File: config.mk
export PLATFORM = sky130hd
export DESIGN_NAME = cfg_regs
export DESIGN_NICKNAME = d
export VERILOG_FILES = /design/src/verilog/trafgen_pkg.sv /design/src/verilog/cfg_regs.sv
export SDC_FILE = /design/constraint.sdc
export NUM_CORES = 1
export LEC_CHECK = 0
export BUFFER_PORTS_ARGS = -buffer_cell sky130_fd_sc_hd__buf_2
export CAP_MARGIN = 20
export CORE_AREA = 2 2 197 199
export DETAILED_ROUTE_END_ITERATION = 10
export DIE_AREA = 0 0 199 201
export PLACE_DENSITY = 0.68
export SETUP_SLACK_MARGIN = 0.02
export SYNTH_ARGS = -nofsm -noshare
export SYNTH_HDL_FRONTEND = slang
export SYNTH_SLANG_ARGS = --single-unit
File: constraint.sdc
create_clock -name clk -period 2.5 [get_ports clk]
set_input_delay 0.125 -clock clk [delete_from_list [all_inputs] [get_ports clk]]
set_output_delay 0.125 -clock clk [all_outputs]
set_load 0.05 [all_outputs]
File: src/verilog/trafgen_pkg.sv
// Shared register map, field widths and trace entry type of the traffic generator MMIO block
`default_nettype none

package trafgen_pkg;

   // ------------------------------------------------------------------------
   // Widths
   // ------------------------------------------------------------------------
   localparam int AXIL_ADDR_W = 32;
   localparam int AXIL_DATA_W = 32;
   localparam int AXIL_STRB_W = AXIL_DATA_W / 8;
   localparam int ID_W        = 5;    // Engine transaction ID
   localparam int CYCLE_W     = 32;   // Cycle stamp
   localparam int HOST_ADDR_W = 64;
   localparam int WRAP_LEN_W  = 4;
   localparam int TRACE_DEPTH = 256;  // Entries per trace memory
   localparam int TRACE_PTR_W = $clog2(TRACE_DEPTH);

   typedef struct packed {
      logic [ID_W-1:0]    id;
      logic [CYCLE_W-1:0] cycle;
   } trace_entry_t;

   // ------------------------------------------------------------------------
   // Register addresses, one word each
   // ------------------------------------------------------------------------
   localparam logic [AXIL_ADDR_W-1:0] A_CONTROL      = 32'h00;
   localparam logic [AXIL_ADDR_W-1:0] A_USER_STATUS  = 32'h30;  // RO
   localparam logic [AXIL_ADDR_W-1:0] A_USER_CONTROL = 32'h34;
   localparam logic [AXIL_ADDR_W-1:0] A_USER_MODE    = 32'h38;
   localparam logic [AXIL_ADDR_W-1:0] A_TT_RD_CMD    = 32'h44;  // Pops read trace
   localparam logic [AXIL_ADDR_W-1:0] A_TT_WR_CMD    = 32'h4C;  // Pops write trace
   localparam logic [AXIL_ADDR_W-1:0] A_TT_ARID      = 32'h54;
   localparam logic [AXIL_ADDR_W-1:0] A_TT_AWID      = 32'h58;
   localparam logic [AXIL_ADDR_W-1:0] A_RD_PATTERN   = 32'h64;
   localparam logic [AXIL_ADDR_W-1:0] A_RD_NUMBER    = 32'h68;
   localparam logic [AXIL_ADDR_W-1:0] A_WR_PATTERN   = 32'h6C;
   localparam logic [AXIL_ADDR_W-1:0] A_WR_NUMBER    = 32'h70;
   localparam logic [AXIL_ADDR_W-1:0] A_SRC_L        = 32'h74;
   localparam logic [AXIL_ADDR_W-1:0] A_SRC_H        = 32'h78;
   localparam logic [AXIL_ADDR_W-1:0] A_TGT_L        = 32'h7C;
   localparam logic [AXIL_ADDR_W-1:0] A_TGT_H        = 32'h80;
   localparam logic [AXIL_ADDR_W-1:0] A_SOFT_RESET   = 32'h8C;

   localparam logic [AXIL_DATA_W-1:0] DEFAULT_RDATA = 32'h5a5aa5a5;  // Unmapped reads

   // Bit positions
   localparam int CTRL_START_BIT         = 0;
   localparam int CTRL_IDLE_BIT          = 2;
   localparam int CTRL_READY_BIT         = 3;
   localparam int UCTRL_ENGINE_START_BIT = 0;
   localparam int UCTRL_FINISH_DUMP_BIT  = 1;
   localparam int MODE_WRAP_BIT          = 0;
   localparam int MODE_LEN_LSB           = 8;

endpackage

`default_nettype wire
File: src/verilog/cfg_regs.sv
// Configuration registers with byte strobes and soft reset, plus the MMIO read multiplexer
`default_nettype none

module cfg_regs (
   input  logic                               clk,
   input  logic                               resetn,
   // From the MMIO port
   input  logic                               reg_wr_en,
   input  logic [trafgen_pkg::AXIL_ADDR_W-1:0] reg_wr_addr,
   input  logic [trafgen_pkg::AXIL_DATA_W-1:0] reg_wr_data,
   input  logic [trafgen_pkg::AXIL_STRB_W-1:0] reg_wr_strb,
   input  logic                               reg_rd_en,
   input  logic [trafgen_pkg::AXIL_ADDR_W-1:0] reg_rd_addr,
   output logic [trafgen_pkg::AXIL_DATA_W-1:0] reg_rd_data,
   // Status from run control and the traces
   input  logic [trafgen_pkg::AXIL_DATA_W-1:0] status_word,
   input  logic                               ready,
   input  logic                               idle,
   input  trafgen_pkg::trace_entry_t          rd_entry,
   input  trafgen_pkg::trace_entry_t          wr_entry,
   // Control outputs
   output logic                               start_bit,
   output logic                               engine_bit,
   output logic                               finish_dump,
   output logic                               soft_reset,
   output logic                               rd_pop,
   output logic                               wr_pop,
   // Engine configuration
   output logic                               wrap_mode,
   output logic [trafgen_pkg::WRAP_LEN_W-1:0]  wrap_len,
   output logic [trafgen_pkg::AXIL_DATA_W-1:0] rd_pattern,
   output logic [trafgen_pkg::AXIL_DATA_W-1:0] rd_number,
   output logic [trafgen_pkg::AXIL_DATA_W-1:0] wr_pattern,
   output logic [trafgen_pkg::AXIL_DATA_W-1:0] wr_number,
   output logic [trafgen_pkg::HOST_ADDR_W-1:0] source_address,
   output logic [trafgen_pkg::HOST_ADDR_W-1:0] target_address
);
   import trafgen_pkg::*;

   logic                   start_q;       // CONTROL start, the only stored bit
   logic [AXIL_DATA_W-1:0] user_ctrl_q;
   logic [AXIL_DATA_W-1:0] user_mode_q;
   logic [AXIL_DATA_W-1:0] soft_reset_q;
   logic [AXIL_DATA_W-1:0] ctrl_rd;

   // Byte-strobe merge of the write data into a current word
   function automatic logic [AXIL_DATA_W-1:0] merge(input logic [AXIL_DATA_W-1:0] cur);
      logic [AXIL_DATA_W-1:0] res;
      res = cur;
      for (int b = 0; b < AXIL_STRB_W; b++) begin
         if (reg_wr_strb[b])
            res[b*8 +: 8] = reg_wr_data[b*8 +: 8];
      end
      return res;
   endfunction

   // ------------------------------------------------------------------------
   // Register writes
   // ------------------------------------------------------------------------
   always_ff @(posedge clk) begin
      if (!resetn || soft_reset) begin  // Soft reset also clears itself
         start_q        <= 1'b0;
         user_ctrl_q    <= '0;
         user_mode_q    <= '0;
         rd_pattern     <= '0;
         rd_number      <= '0;
         wr_pattern     <= '0;
         wr_number      <= '0;
         source_address <= '0;
         target_address <= '0;
         soft_reset_q   <= '0;
      end else if (reg_wr_en) begin
         case (reg_wr_addr)
            A_CONTROL:      start_q <= reg_wr_strb[0] ? reg_wr_data[CTRL_START_BIT] : start_q;
            A_USER_CONTROL: user_ctrl_q  <= merge(user_ctrl_q);
            A_USER_MODE:    user_mode_q  <= merge(user_mode_q);
            A_RD_PATTERN:   rd_pattern   <= merge(rd_pattern);
            A_RD_NUMBER:    rd_number    <= merge(rd_number);
            A_WR_PATTERN:   wr_pattern   <= merge(wr_pattern);
            A_WR_NUMBER:    wr_number    <= merge(wr_number);
            A_SRC_L:        source_address[31:0]  <= merge(source_address[31:0]);
            A_SRC_H:        source_address[63:32] <= merge(source_address[63:32]);
            A_TGT_L:        target_address[31:0]  <= merge(target_address[31:0]);
            A_TGT_H:        target_address[63:32] <= merge(target_address[63:32]);
            A_SOFT_RESET:   soft_reset_q <= merge(soft_reset_q);
            default: ;  // RO or unmapped
         endcase
      end
   end

   assign start_bit   = start_q;
   assign engine_bit  = user_ctrl_q[UCTRL_ENGINE_START_BIT];
   assign finish_dump = user_ctrl_q[UCTRL_FINISH_DUMP_BIT];
   assign soft_reset  = soft_reset_q[0];
   assign wrap_mode   = user_mode_q[MODE_WRAP_BIT];
   assign wrap_len    = user_mode_q[MODE_LEN_LSB +: WRAP_LEN_W];

   // Trace data reads pop, ID reads only peek
   assign rd_pop = reg_rd_en && (reg_rd_addr == A_TT_RD_CMD);
   assign wr_pop = reg_rd_en && (reg_rd_addr == A_TT_WR_CMD);

   // ------------------------------------------------------------------------
   // Read multiplexer
   // ------------------------------------------------------------------------
   always_comb begin
      ctrl_rd                 = '0;
      ctrl_rd[CTRL_START_BIT] = start_q;
      ctrl_rd[CTRL_IDLE_BIT]  = idle;
      ctrl_rd[CTRL_READY_BIT] = ready;
   end

   always_comb begin
      case (reg_rd_addr)
         A_CONTROL:      reg_rd_data = ctrl_rd;
         A_USER_STATUS:  reg_rd_data = status_word;
         A_USER_CONTROL: reg_rd_data = user_ctrl_q;
         A_USER_MODE:    reg_rd_data = user_mode_q;
         A_TT_RD_CMD:    reg_rd_data = rd_entry.cycle;
         A_TT_WR_CMD:    reg_rd_data = wr_entry.cycle;
         A_TT_ARID:      reg_rd_data = {{(AXIL_DATA_W-ID_W){1'b0}}, rd_entry.id};
         A_TT_AWID:      reg_rd_data = {{(AXIL_DATA_W-ID_W){1'b0}}, wr_entry.id};
         A_RD_PATTERN:   reg_rd_data = rd_pattern;
         A_RD_NUMBER:    reg_rd_data = rd_number;
         A_WR_PATTERN:   reg_rd_data = wr_pattern;
         A_WR_NUMBER:    reg_rd_data = wr_number;
         A_SRC_L:        reg_rd_data = source_address[31:0];
         A_SRC_H:        reg_rd_data = source_address[63:32];
         A_TGT_L:        reg_rd_data = target_address[31:0];
         A_TGT_H:        reg_rd_data = target_address[63:32];
         A_SOFT_RESET:   reg_rd_data = soft_reset_q;
         default:        reg_rd_data = DEFAULT_RDATA;
      endcase
   end

endmodule

`default_nettype wire

== After elaboration in Yosys (flattened, before gate mapping) ==
Cells that the tools add are included.

* Input port bits: 212
* Logic and storage cells: 124
* Register bits after elaboration: 353
* Output and inout bits: 299

* Mux-type cells: 1
* Reduce and logical (&&, ||, !) cells: 51
* Eq/ne operators: 27

{| class="wikitable"
|+ Operators by type and width
! kind !! number
|-
| $eq A32 B7 Y1 const B || 18
|-
| $pmux W32 S17 || 1
|-
| $eq A32 B6 Y1 const B || 5
|-
| $reduce_and A3 Y1 || 45
|-
| $eq A32 B8 Y1 const B || 4
|-
| $logic_not A32 Y1 || 2
|-
| $logic_and A1 B1 Y1 || 2
|-
| $logic_not A1 Y1 || 1
|-
| $logic_or A1 B1 Y1 || 1
|}

== Longest topological paths before layout ==
Gate-level depths: netlist of run 1.

* Depth after elaboration: 2
* Depth in mapped cells: 10
* Gate-level depth less buffers: 6

== Worst setup path before layout of run 1 ==
Ideal clock, no wire load.

* Path kind: input port to output port
* Start: in reg_rd_addr[3] in the netlist's numbering
* End: out reg_rd_data[4] in the netlist's numbering
* Buffers on the path: 3
* Setup slack: -0.198 ns
* Required time: 2.375 ns
* Arrival: 2.573 ns
* Stages on the path: 9
* Cell sequence: buf_2 > or4b_2 > clkbuf_1 > nor2_2 > buf_4 > a22oi_1 > nand3_1 > a221oi_1 > o211ai_1

* Cells in the longest elaborated chain, start to end: 2
* Elaborated cells between the ends (all ways): 18
* Classes of those cells: 16 x eq/ne; 1 x mux; 1 x reduce/logical

{| class="wikitable"
|+ RTL lines
! what !! RTL line !! RTL
|-
| start: declaration || cfg_regs.sv:13 || <nowiki>input logic [trafgen_pkg::AXIL_ADDR_W-1:0] reg_rd_addr,</nowiki>
|-
| $eq A32 B8 Y1, or another cell as far along || cfg_regs.sv:113 || <nowiki>case (reg_rd_addr)</nowiki>
|-
| $pmux W32 S17 * || cfg_regs.sv:113 ||
|-
| end: declaration || cfg_regs.sv:14 || <nowiki>output logic [trafgen_pkg::AXIL_DATA_W-1:0] reg_rd_data,</nowiki>
|}

Every way passes the cells marked *; elsewhere a longest branch is shown, timed or not.

== Final worst setup path of run 1 ==
* Start: reg wr_number[28] in the netlist's numbering
* End: out reg_rd_data[28] in the netlist's numbering

* Cells in the longest elaborated chain, start to end: 1

{| class="wikitable"
|+ RTL lines
! what !! RTL line !! RTL
|-
| start: declaration || cfg_regs.sv:34 || <nowiki>output logic [trafgen_pkg::AXIL_DATA_W-1:0] wr_number,</nowiki>
|-
| start signal: assignment || cfg_regs.sv:80 || <nowiki>A_WR_NUMBER: wr_number <= merge(wr_number);</nowiki>
|-
| $pmux W32 S17 || cfg_regs.sv:113 ||
|}

No other way between the ends.

==> metrics list, run 1 <==
- Derived from the worst setup path, the maximum achievable clock frequency is 378 MHz.
* Arrival @ worst endpoint: 2.52 ns
* Number of levels the H-tree was split into: 2
- During I/O placement, the number of pins put on the boundary was 511.
* Leading register cell type out of synthesis: dfxtp_1
* # setup viols final: 1
- After filler insertion, the fill cell instance count of the layout stands at 3460.
- Avg Synthesized Cell Area: 7.86 sq um
- In the global route stage, met1 resource usage came out at 0.500.
- In this run the static leakage power is 9.46 nW.
* Clock latency on the worst-skew pair: 0.54 ns
- Most common cell in the synthesized netlist: nand2_1
- Critical Path, Cell by Cell: a222oi_1 > o21ai_2 > o21ai_1 > nand4_1 > buf_12
- STA classifies the critical path endpoint as a primary output.
- Subtracting the final worst setup slack from the clock period gives 2.64 ns.
* Critical-path maximum fanout: 2
- Cell types occupying the most area after synthesis: dfxtp_1, nand2_1, a21oi_1
* Total iterations of the first detailed-routing run: 9
- Layout overhead on the synthesized area: 39.0%
- Clock Pin Slew Worst Setup and Hold Paths: 0.06 ns
* Cell area power density: 557 nW/um^2
* Hold/Removal Path Class: in2reg
- Critical Path Max Stage Delay: 0.86 ns
- CP startpoint kind: register
- Final design area excluding fillers: 22100 sq um
* Footprint of the multi-input gates: 8360 sq um
- Across the whole layout, storage elements account for 7070 sq um.
* Run status: complete, but fails checks
- For this run, global-route usage on met3 was measured as 0.0990.
- The checks that failed: negative setup slack.
- Warnings, synthesis: 0
- Proportion of register bits with asynchronous set or reset after synthesis: 0
- Slowest cell on the critical path: a222oi_1
- Using the TritonRoute via totals, the vias-per-cell ratio works out to 6.10.
* Detailed placer's ending HPWL: 57.7 mm
* Final-layout worst hold slack: 0.0195 ns
- Port-buffer cells: 510
- Sequential area share after synthesis: 0.444
- The synthesized design contains 353 register bits.
* Final Hold Vio Count: 0
* Proportion of layout cells with a drive suffix above 1: 0.310
- Placement Rows: 72
- Transition at the pin with the smallest max-transition slack: 0.993 ns
- Fraction of the core area covered by cells at the end of the flow: 0.581
* DIE WIDTH: 199 um
* Internal power contribution: 9.52 mW
* Cells after synthesis: 2028
- Net switching fraction of the power: 0.229
- Maximum root-to-sink buffer count: 3
- Layout Nets: 2814
- Of the total power, combinational logic draws 0.056.
- Share of the synthesized area in the top cell type: 0.444
* Final weighted congestion of routability-driven global placement: 0.964
- On the final layout, the worst clock skew is 0.00995 ns.
- First-pass GRT wire length: 114 mm
- For the worst setup path, the data required time is 2.38 ns.
- Clock tree sinks: 353
- Summed over all nets, the switching power comes to 2.82 mW.
* Max Transition Viols Final: 0
- The finished layout holds 3153 standard cells, fillers aside.
- TritonCTS buffer count: 40
- The detail route stage leaves a number of antenna-violating nets equal to 0.
- The number of global-route vias before repair came to 17975.
- Global-route met2 utilization: 0.574
- Effective utilization at floorplan: 0.418
- Total DRC errors in the routed layout: 0
- After layout, the worst setup slack is -0.143 ns.
* Die extent in y: 201 um
- Wirelength per Cell: 25.3 um
- Across every metal layer, demand over resource in global routing totals 0.381.
* Area of the die: 40000 sq um
- Cell types with the highest counts after synthesis: nand2_1, dfxtp_1, a21oi_1
* Count of flip-flops with a built-in enable after synthesis: 0
- Root Buffer Master: clkbuf_16
- Overflow left after global routing: 0
- DP Worst Slack: -0.625 ns
* Max VDD drop: 0.000452 V
* Syn_nets: 2240
- The mapped netlist covers 15900 sq um.
- The detailed router finished its first iteration with 2618 violations.
* Setup repair after global routing missed its margin: true
* Period utilization: 1.06
* Post-place instance area: 19900 sq um
- Max-Slew Margin vs Limit: 0.338
- met2 is the most crowded layer.
- Entering global routing, the biggest net connects 66 pins.
* CTS tree: done
- Wires add up to 79.6 mm.
* Setup Crit Path Kind: reg2out
* Number of antenna violations at the first check in global routing: 9
- The total area inside the core boundary comes to 38100 sq um.
- Of the total power, registers draw 0.456.
- Across the run, the number of max-cap violations was 0.
- Detailed-route via count: 19247
- The share of total power dissipated in the clock network is 0.488.
* Count of unique library cells instantiated by Yosys: 58
* Cell total after placement: 3016
* Largest area contributor in the netlist: dfxtp_1
[metrics by stage]
stage                     setup TNS [ns]  power, mW
after floorplan                        0       5.99
after global placement             -1.35       6.35
after detailed placement           -1.56       6.35
after CTS                         -0.236       12.3
after global routing              -0.414       12.6
final                             -0.143       12.3
[final cells by class]
| type | instances | area share |
|---|---|---|
| multi-input combinational | 1492 | 0.378 |
| sequential | 353 | 0.319 |
| timing repair buffer | 713 | 0.212 |
| clock buffer | 58 | 0.0546 |
| tap | 518 | 0.0293 |
| clock inverter | 8 | 0.00531 |
| antenna | 9 | 0.00102 |
| inverter | 2 | 0.000339 |
[power by group through the flow]
stage	sequential, mW	combinational, mW	clock, mW
floorplan	5.75	0.237	0
global placement	5.75	0.599	0
detailed placement	5.75	0.601	0
CTS	5.62	0.656	6.01
global route	5.62	0.716	6.26
finish	5.62	0.688	6.03
[kinds of logic after synthesis]
group                  count (synthesis)  share of synthesized area
AOI/OAI and AO/OA                    524                      0.211
buffers and inverters                183                     0.0488
muxes                                 67                     0.0421
and+or+nand+nor                      901                      0.254
DFF                                  353                      0.444
[flip-flops by register name, indices dropped and copies added, names as in the netlist]
| name | cells |
|---|---|
| source_address | 64 |
| target_address | 64 |
| rd_number | 32 |
| rd_pattern | 32 |
| soft_reset_q | 32 |
| user_ctrl_q | 32 |
| user_mode_q | 32 |
| wr_number | 32 |
| wr_pattern | 32 |
| start_bit | 1 |
[worst max-delay path, delay by kind of cell (launching register included)]
kind	cells	cell delay, ns
buffers and inverters	1	0.19
AOI/OAI and AO/OA	3	1.33
and+or+nand+nor	1	0.16
DFF	1	0.32
[metal layers]
layer  wire [um]  part of all wire  vias to the layer above
li1            -                 -                     8352
met2       34400              0.43                     1564
met4        4350             0.055                        4
met1       30000              0.38                     9030
met3       10800              0.14                      297
met5          26           0.00033                        -
[layout by cell type, fill, tap and decap left out, types with 5 or more instances in the layout]
cell           instances
nand2_1              581
buf_2                484
dfxtp_1              349
a21oi_1              265
buf_4                138
nand3_1              101
nor2_1                81
a22oi_1               81
mux2i_1               67
a222oi_1              58
clkbuf_16             43
o21ai_0               41
dlygate4sd3_1         32
buf_12                28
and2_1                27
a22o_1                21
nand4_1               18
buf_6                 18
a221oi_1              15
clkbuf_8              12
nor4_1                10
diode_2                9
nor3_4                 8
and3_1                 8
nor4_2                 7
a31oi_1                7
nand4_2                7
clkbuf_4               7
nor4_4                 6
a31o_2                 6
o211ai_1               5
nand3b_1               5
or3_1                  5
clkbuf_1               5
[final timing paths]
path / startpoint / to / slack [ns] / cells after the start
hold / removal: reg_wr_addr[7] / start_bit / 0.02 / 5
setup reg to reg: soft_reset_q[0] / user_ctrl_q[24] / 0.80 / 3
hold reg to reg: user_mode_q[28] / user_mode_q[28] / 0.45 / 2
setup / recovery: wr_number[28] / reg_rd_data[28] / -0.14 / 5
[what timing repair did]
| item | CTS | global route |
|---|---|---|
| pin swaps | 10 | 17 |
| hold buffers | 32 | 0 |
| cloned | 0 | 2 |
| gates resized for setup | 35 | 68 |
| setup endpoints to repair | 25 | 31 |
| endpoints found under the hold margin | 265 | 0 |
| buffers inserted | 10 | 20 |
Note: power is estimated with default switching activity, not from simulation.
==> run 2: changes to the inputs <==
- PLACE_DENSITY: 0.68 -> 0.67
==> metrics list, run 2 (synthesis gave the netlist of run 1 again) <==
- STA classifies the critical path endpoint as a primary output.
* Most used cells in the layout excluding fill and tap cells: nand2_1, buf_2, dfxtp_1
* Final design area excluding fillers: 21900 sq um
* Worst reg-to-reg path cell count: 3
- The smallest clock period supported by the final layout is computed as 2.56 ns.
- Arrival @ worst endpoint: 2.44 ns
- Dividing the final minimum period by the clock period gives 1.03.
- Final Hold Vio Count: 0
- Die extent in y: 201 um
- Clock latency on the worst-skew pair: 0.54 ns
- CP startpoint kind: register
- Net switching fraction of the power: 0.229
- Max VDD drop: 0.000531 V
* Number of maximum-capacitance constraint violations: 0
- Critical Path Max Stage Delay: 0.60 ns
- Among all stages on the critical path, the largest delay is contributed by a222oi_1.
* Number of standard cells in the layout, taps in and fillers out: 3127
- Placeable core region: 38100 sq um
- Setup Crit Path Kind: reg2out
- Proportion of layout cells with a drive suffix above 1: 0.297
- Worst setup path startpoint: wr_number[3]
- The clock passes through at most 3 buffers.
* Number of levels the H-tree was split into: 2
* Reg-to-reg critical path startpoint: soft_reset_q[0]
- Number of antenna violations at the first check in global routing: 9
- The internal power of the cells totals 9.54 mW.
* Total DRC errors in the routed layout: 0
- Among cell families on the critical path, the largest total delay comes from compound AO/OA/AOI/OAI gates.
- The first routing iteration left 2551 violations.
- Worst Clk Skew: 0.0179 ns
- Setup violations remaining at the end of the flow were counted as 2.
* Post-place instance area: 20100 sq um
- The first global-routing pass estimated 114 mm of wire.
- Along the worst hold path, the cell count comes to 3.
* DIE WIDTH: 199 um
- Once placement completed, the tool counted placed cells totaling 3016.
* Total wire length after detailed routing: 79.5 mm
- Reg2reg end: soft_reset_q[3]
* Layout overhead on the synthesized area: 37.7%
- Placement Rows: 72
- Net Sw Power: 2.83 mW
* TritonCTS buffer count: 39
- Total iterations of the first detailed-routing run: 10
- TritonCTS built the clock tree.
- After clock tree synthesis, the clock-pin slew on the worst setup and hold paths is 0.06 ns.
- Most common cell after layout, fill and taps aside: nand2_1
- Together, buffers and inverters on the worst path number 1.
- Worst setup margin: -0.0630 ns
- Hold Crit Start: reg_wr_data[2]
- The worst register-to-register path has a setup slack of 0.86 ns.
- Maximum number of pins on one net before global-route repair: 84
* Cell area power density: 564 nW/um^2
* Total global routing track utilization: 0.381
* Number of global-route vias before repair: 17756
- Overflow left after global routing: 0
* Clock tree sinks: 353
- Setup repair after global routing missed its margin: true
- Leading registers by flop count: source_address (64), target_address (64)
- Hold worst-path end: target_address[34]
- Dividing the detail-routed via count by the number of cells gives 6.11.
* Area of the die: 40000 sq um
- Final weighted congestion of routability-driven global placement: 0.965
* F_max: 390 MHz
- Detailed-route via count: 19102
- The HPWL after detailed placement is 57.3 mm.
- Post-detailed-route count of antenna-violating nets: 0
- Cell repeated most along the worst path: a222oi_1
- Of all nets on the critical path, the largest fanout is 3.
- DP Worst Slack: -0.157 ns
- Leakage power: 9.33 nW
* I/O pin count: 511
* Comb power frac: 0.054
- The checks that failed: negative setup slack.
- The flow ran to the end, but the final reports show violations.
- For this run, the post-layout net count is 2791.
- The design draws 12.4 mW.
- The tightest min-delay check is of the in2reg type.
- Transition at the pin with the smallest max-transition slack: 0.650 ns
- Fraction of the core area covered by cells at the end of the flow: 0.576
* Share of power burned in registers: 0.455
- Critical Path, Cell by Cell: a222oi_1 > o21ai_1 > a222oi_1 > nand4_1 > buf_12
* Clock group share of total power: 0.491
- After detailed routing, the average wire length per cell comes to 25.4 um.
* Root Buffer Master: clkbuf_16
- Max-Slew Margin vs Limit: 0.566
* Max Transition Viols Final: 0
- Effective utilization at floorplan: 0.418
- Crit path required time: 2.38 ns
* Port-buffer cells: 510
-- run 2: changes by cell type in the layout (fill, tap and decap cells not counted), moves of 6 or more --
cell,before,now
buf_4,138,117
buf_6,18,6
buf_12,28,43
diode_2,9,3
clkbuf_8,12,6
-- run 2: final cells by class --
| class | count | area, sq um |
|---|---|---|
| Tap cell | 518 | 648 |
| Inverter | 2 | 7.51 |
| Fill cell | 3521 | 16200 |
| Clock buffer | 55 | 1140 |
| Antenna cell | 3 | 7.51 |
| Clock inverter | 13 | 190 |
| Sequential cell | 353 | 7070 |
| Multi-Input combinational cell | 1492 | 8260 |
| Timing Repair Buffer | 691 | 4630 |
-- run 2: worst max-delay path by stage --
stage                     slack (ns)  depth (start not counted)        endpoint
after floorplan                 0.05                          6  reg_rd_data[4]
after global placement         -0.18                         10  reg_rd_data[2]
after detailed placement       -0.16                          9  reg_rd_data[3]
after CTS                      -0.05                          9  reg_rd_data[3]
after global routing           -0.13                          5  reg_rd_data[3]
final                          -0.06                          5  reg_rd_data[3]
-- run 2: tightest hold or removal path, cell delays in order --
cell and delay [ns]:
buf_2 0.23, nand2_1 0.09, o21ai_0 0.06
-- run 2: power groups by stage --
stage / sequential, mW / combinational, mW / clock [mW]
floorplan: 5.75 / 0.237 / 0
global placement: 5.75 / 0.593 / 0
detailed placement: 5.75 / 0.597 / 0
CTS: 5.62 / 0.640 / 6.08
global route: 5.62 / 0.693 / 6.31
finish: 5.62 / 0.667 / 6.07
-- run 2: repair_timing --
| action | in CTS | in global routing |
|---|---|---|
| gates resized for setup | 3 | 53 |
| gates cloned | 1 | 0 |
| buffers inserted | 3 | 4 |
| endpoints found under the hold margin | 271 | 0 |
| pin swaps | 5 | 7 |
| hold buffers | 32 | 0 |
| endpoints found under the setup margin | 12 | 29 |
-- run 2: routing by layer --
metal	up-vias	global-route usage	share of wire
met5	-	0	0.00063
met4	8	0.195	0.052
met3	272	0.106	0.14
met2	1560	0.573	0.43
met1	8964	0.497	0.37
li1	8298	-	-
-- run 2: per-stage QoR --
step	setup TNS (ns)	hold slack, ns
2_1_floorplan	0	0.261
3_3_place_gp	-1.48	0.438
3_5_place_dp	-0.436	0.445
4_1_cts	-0.0536	0.00125
5_1_grt	-0.248	0.0234
6_report	-0.0790	0.0152
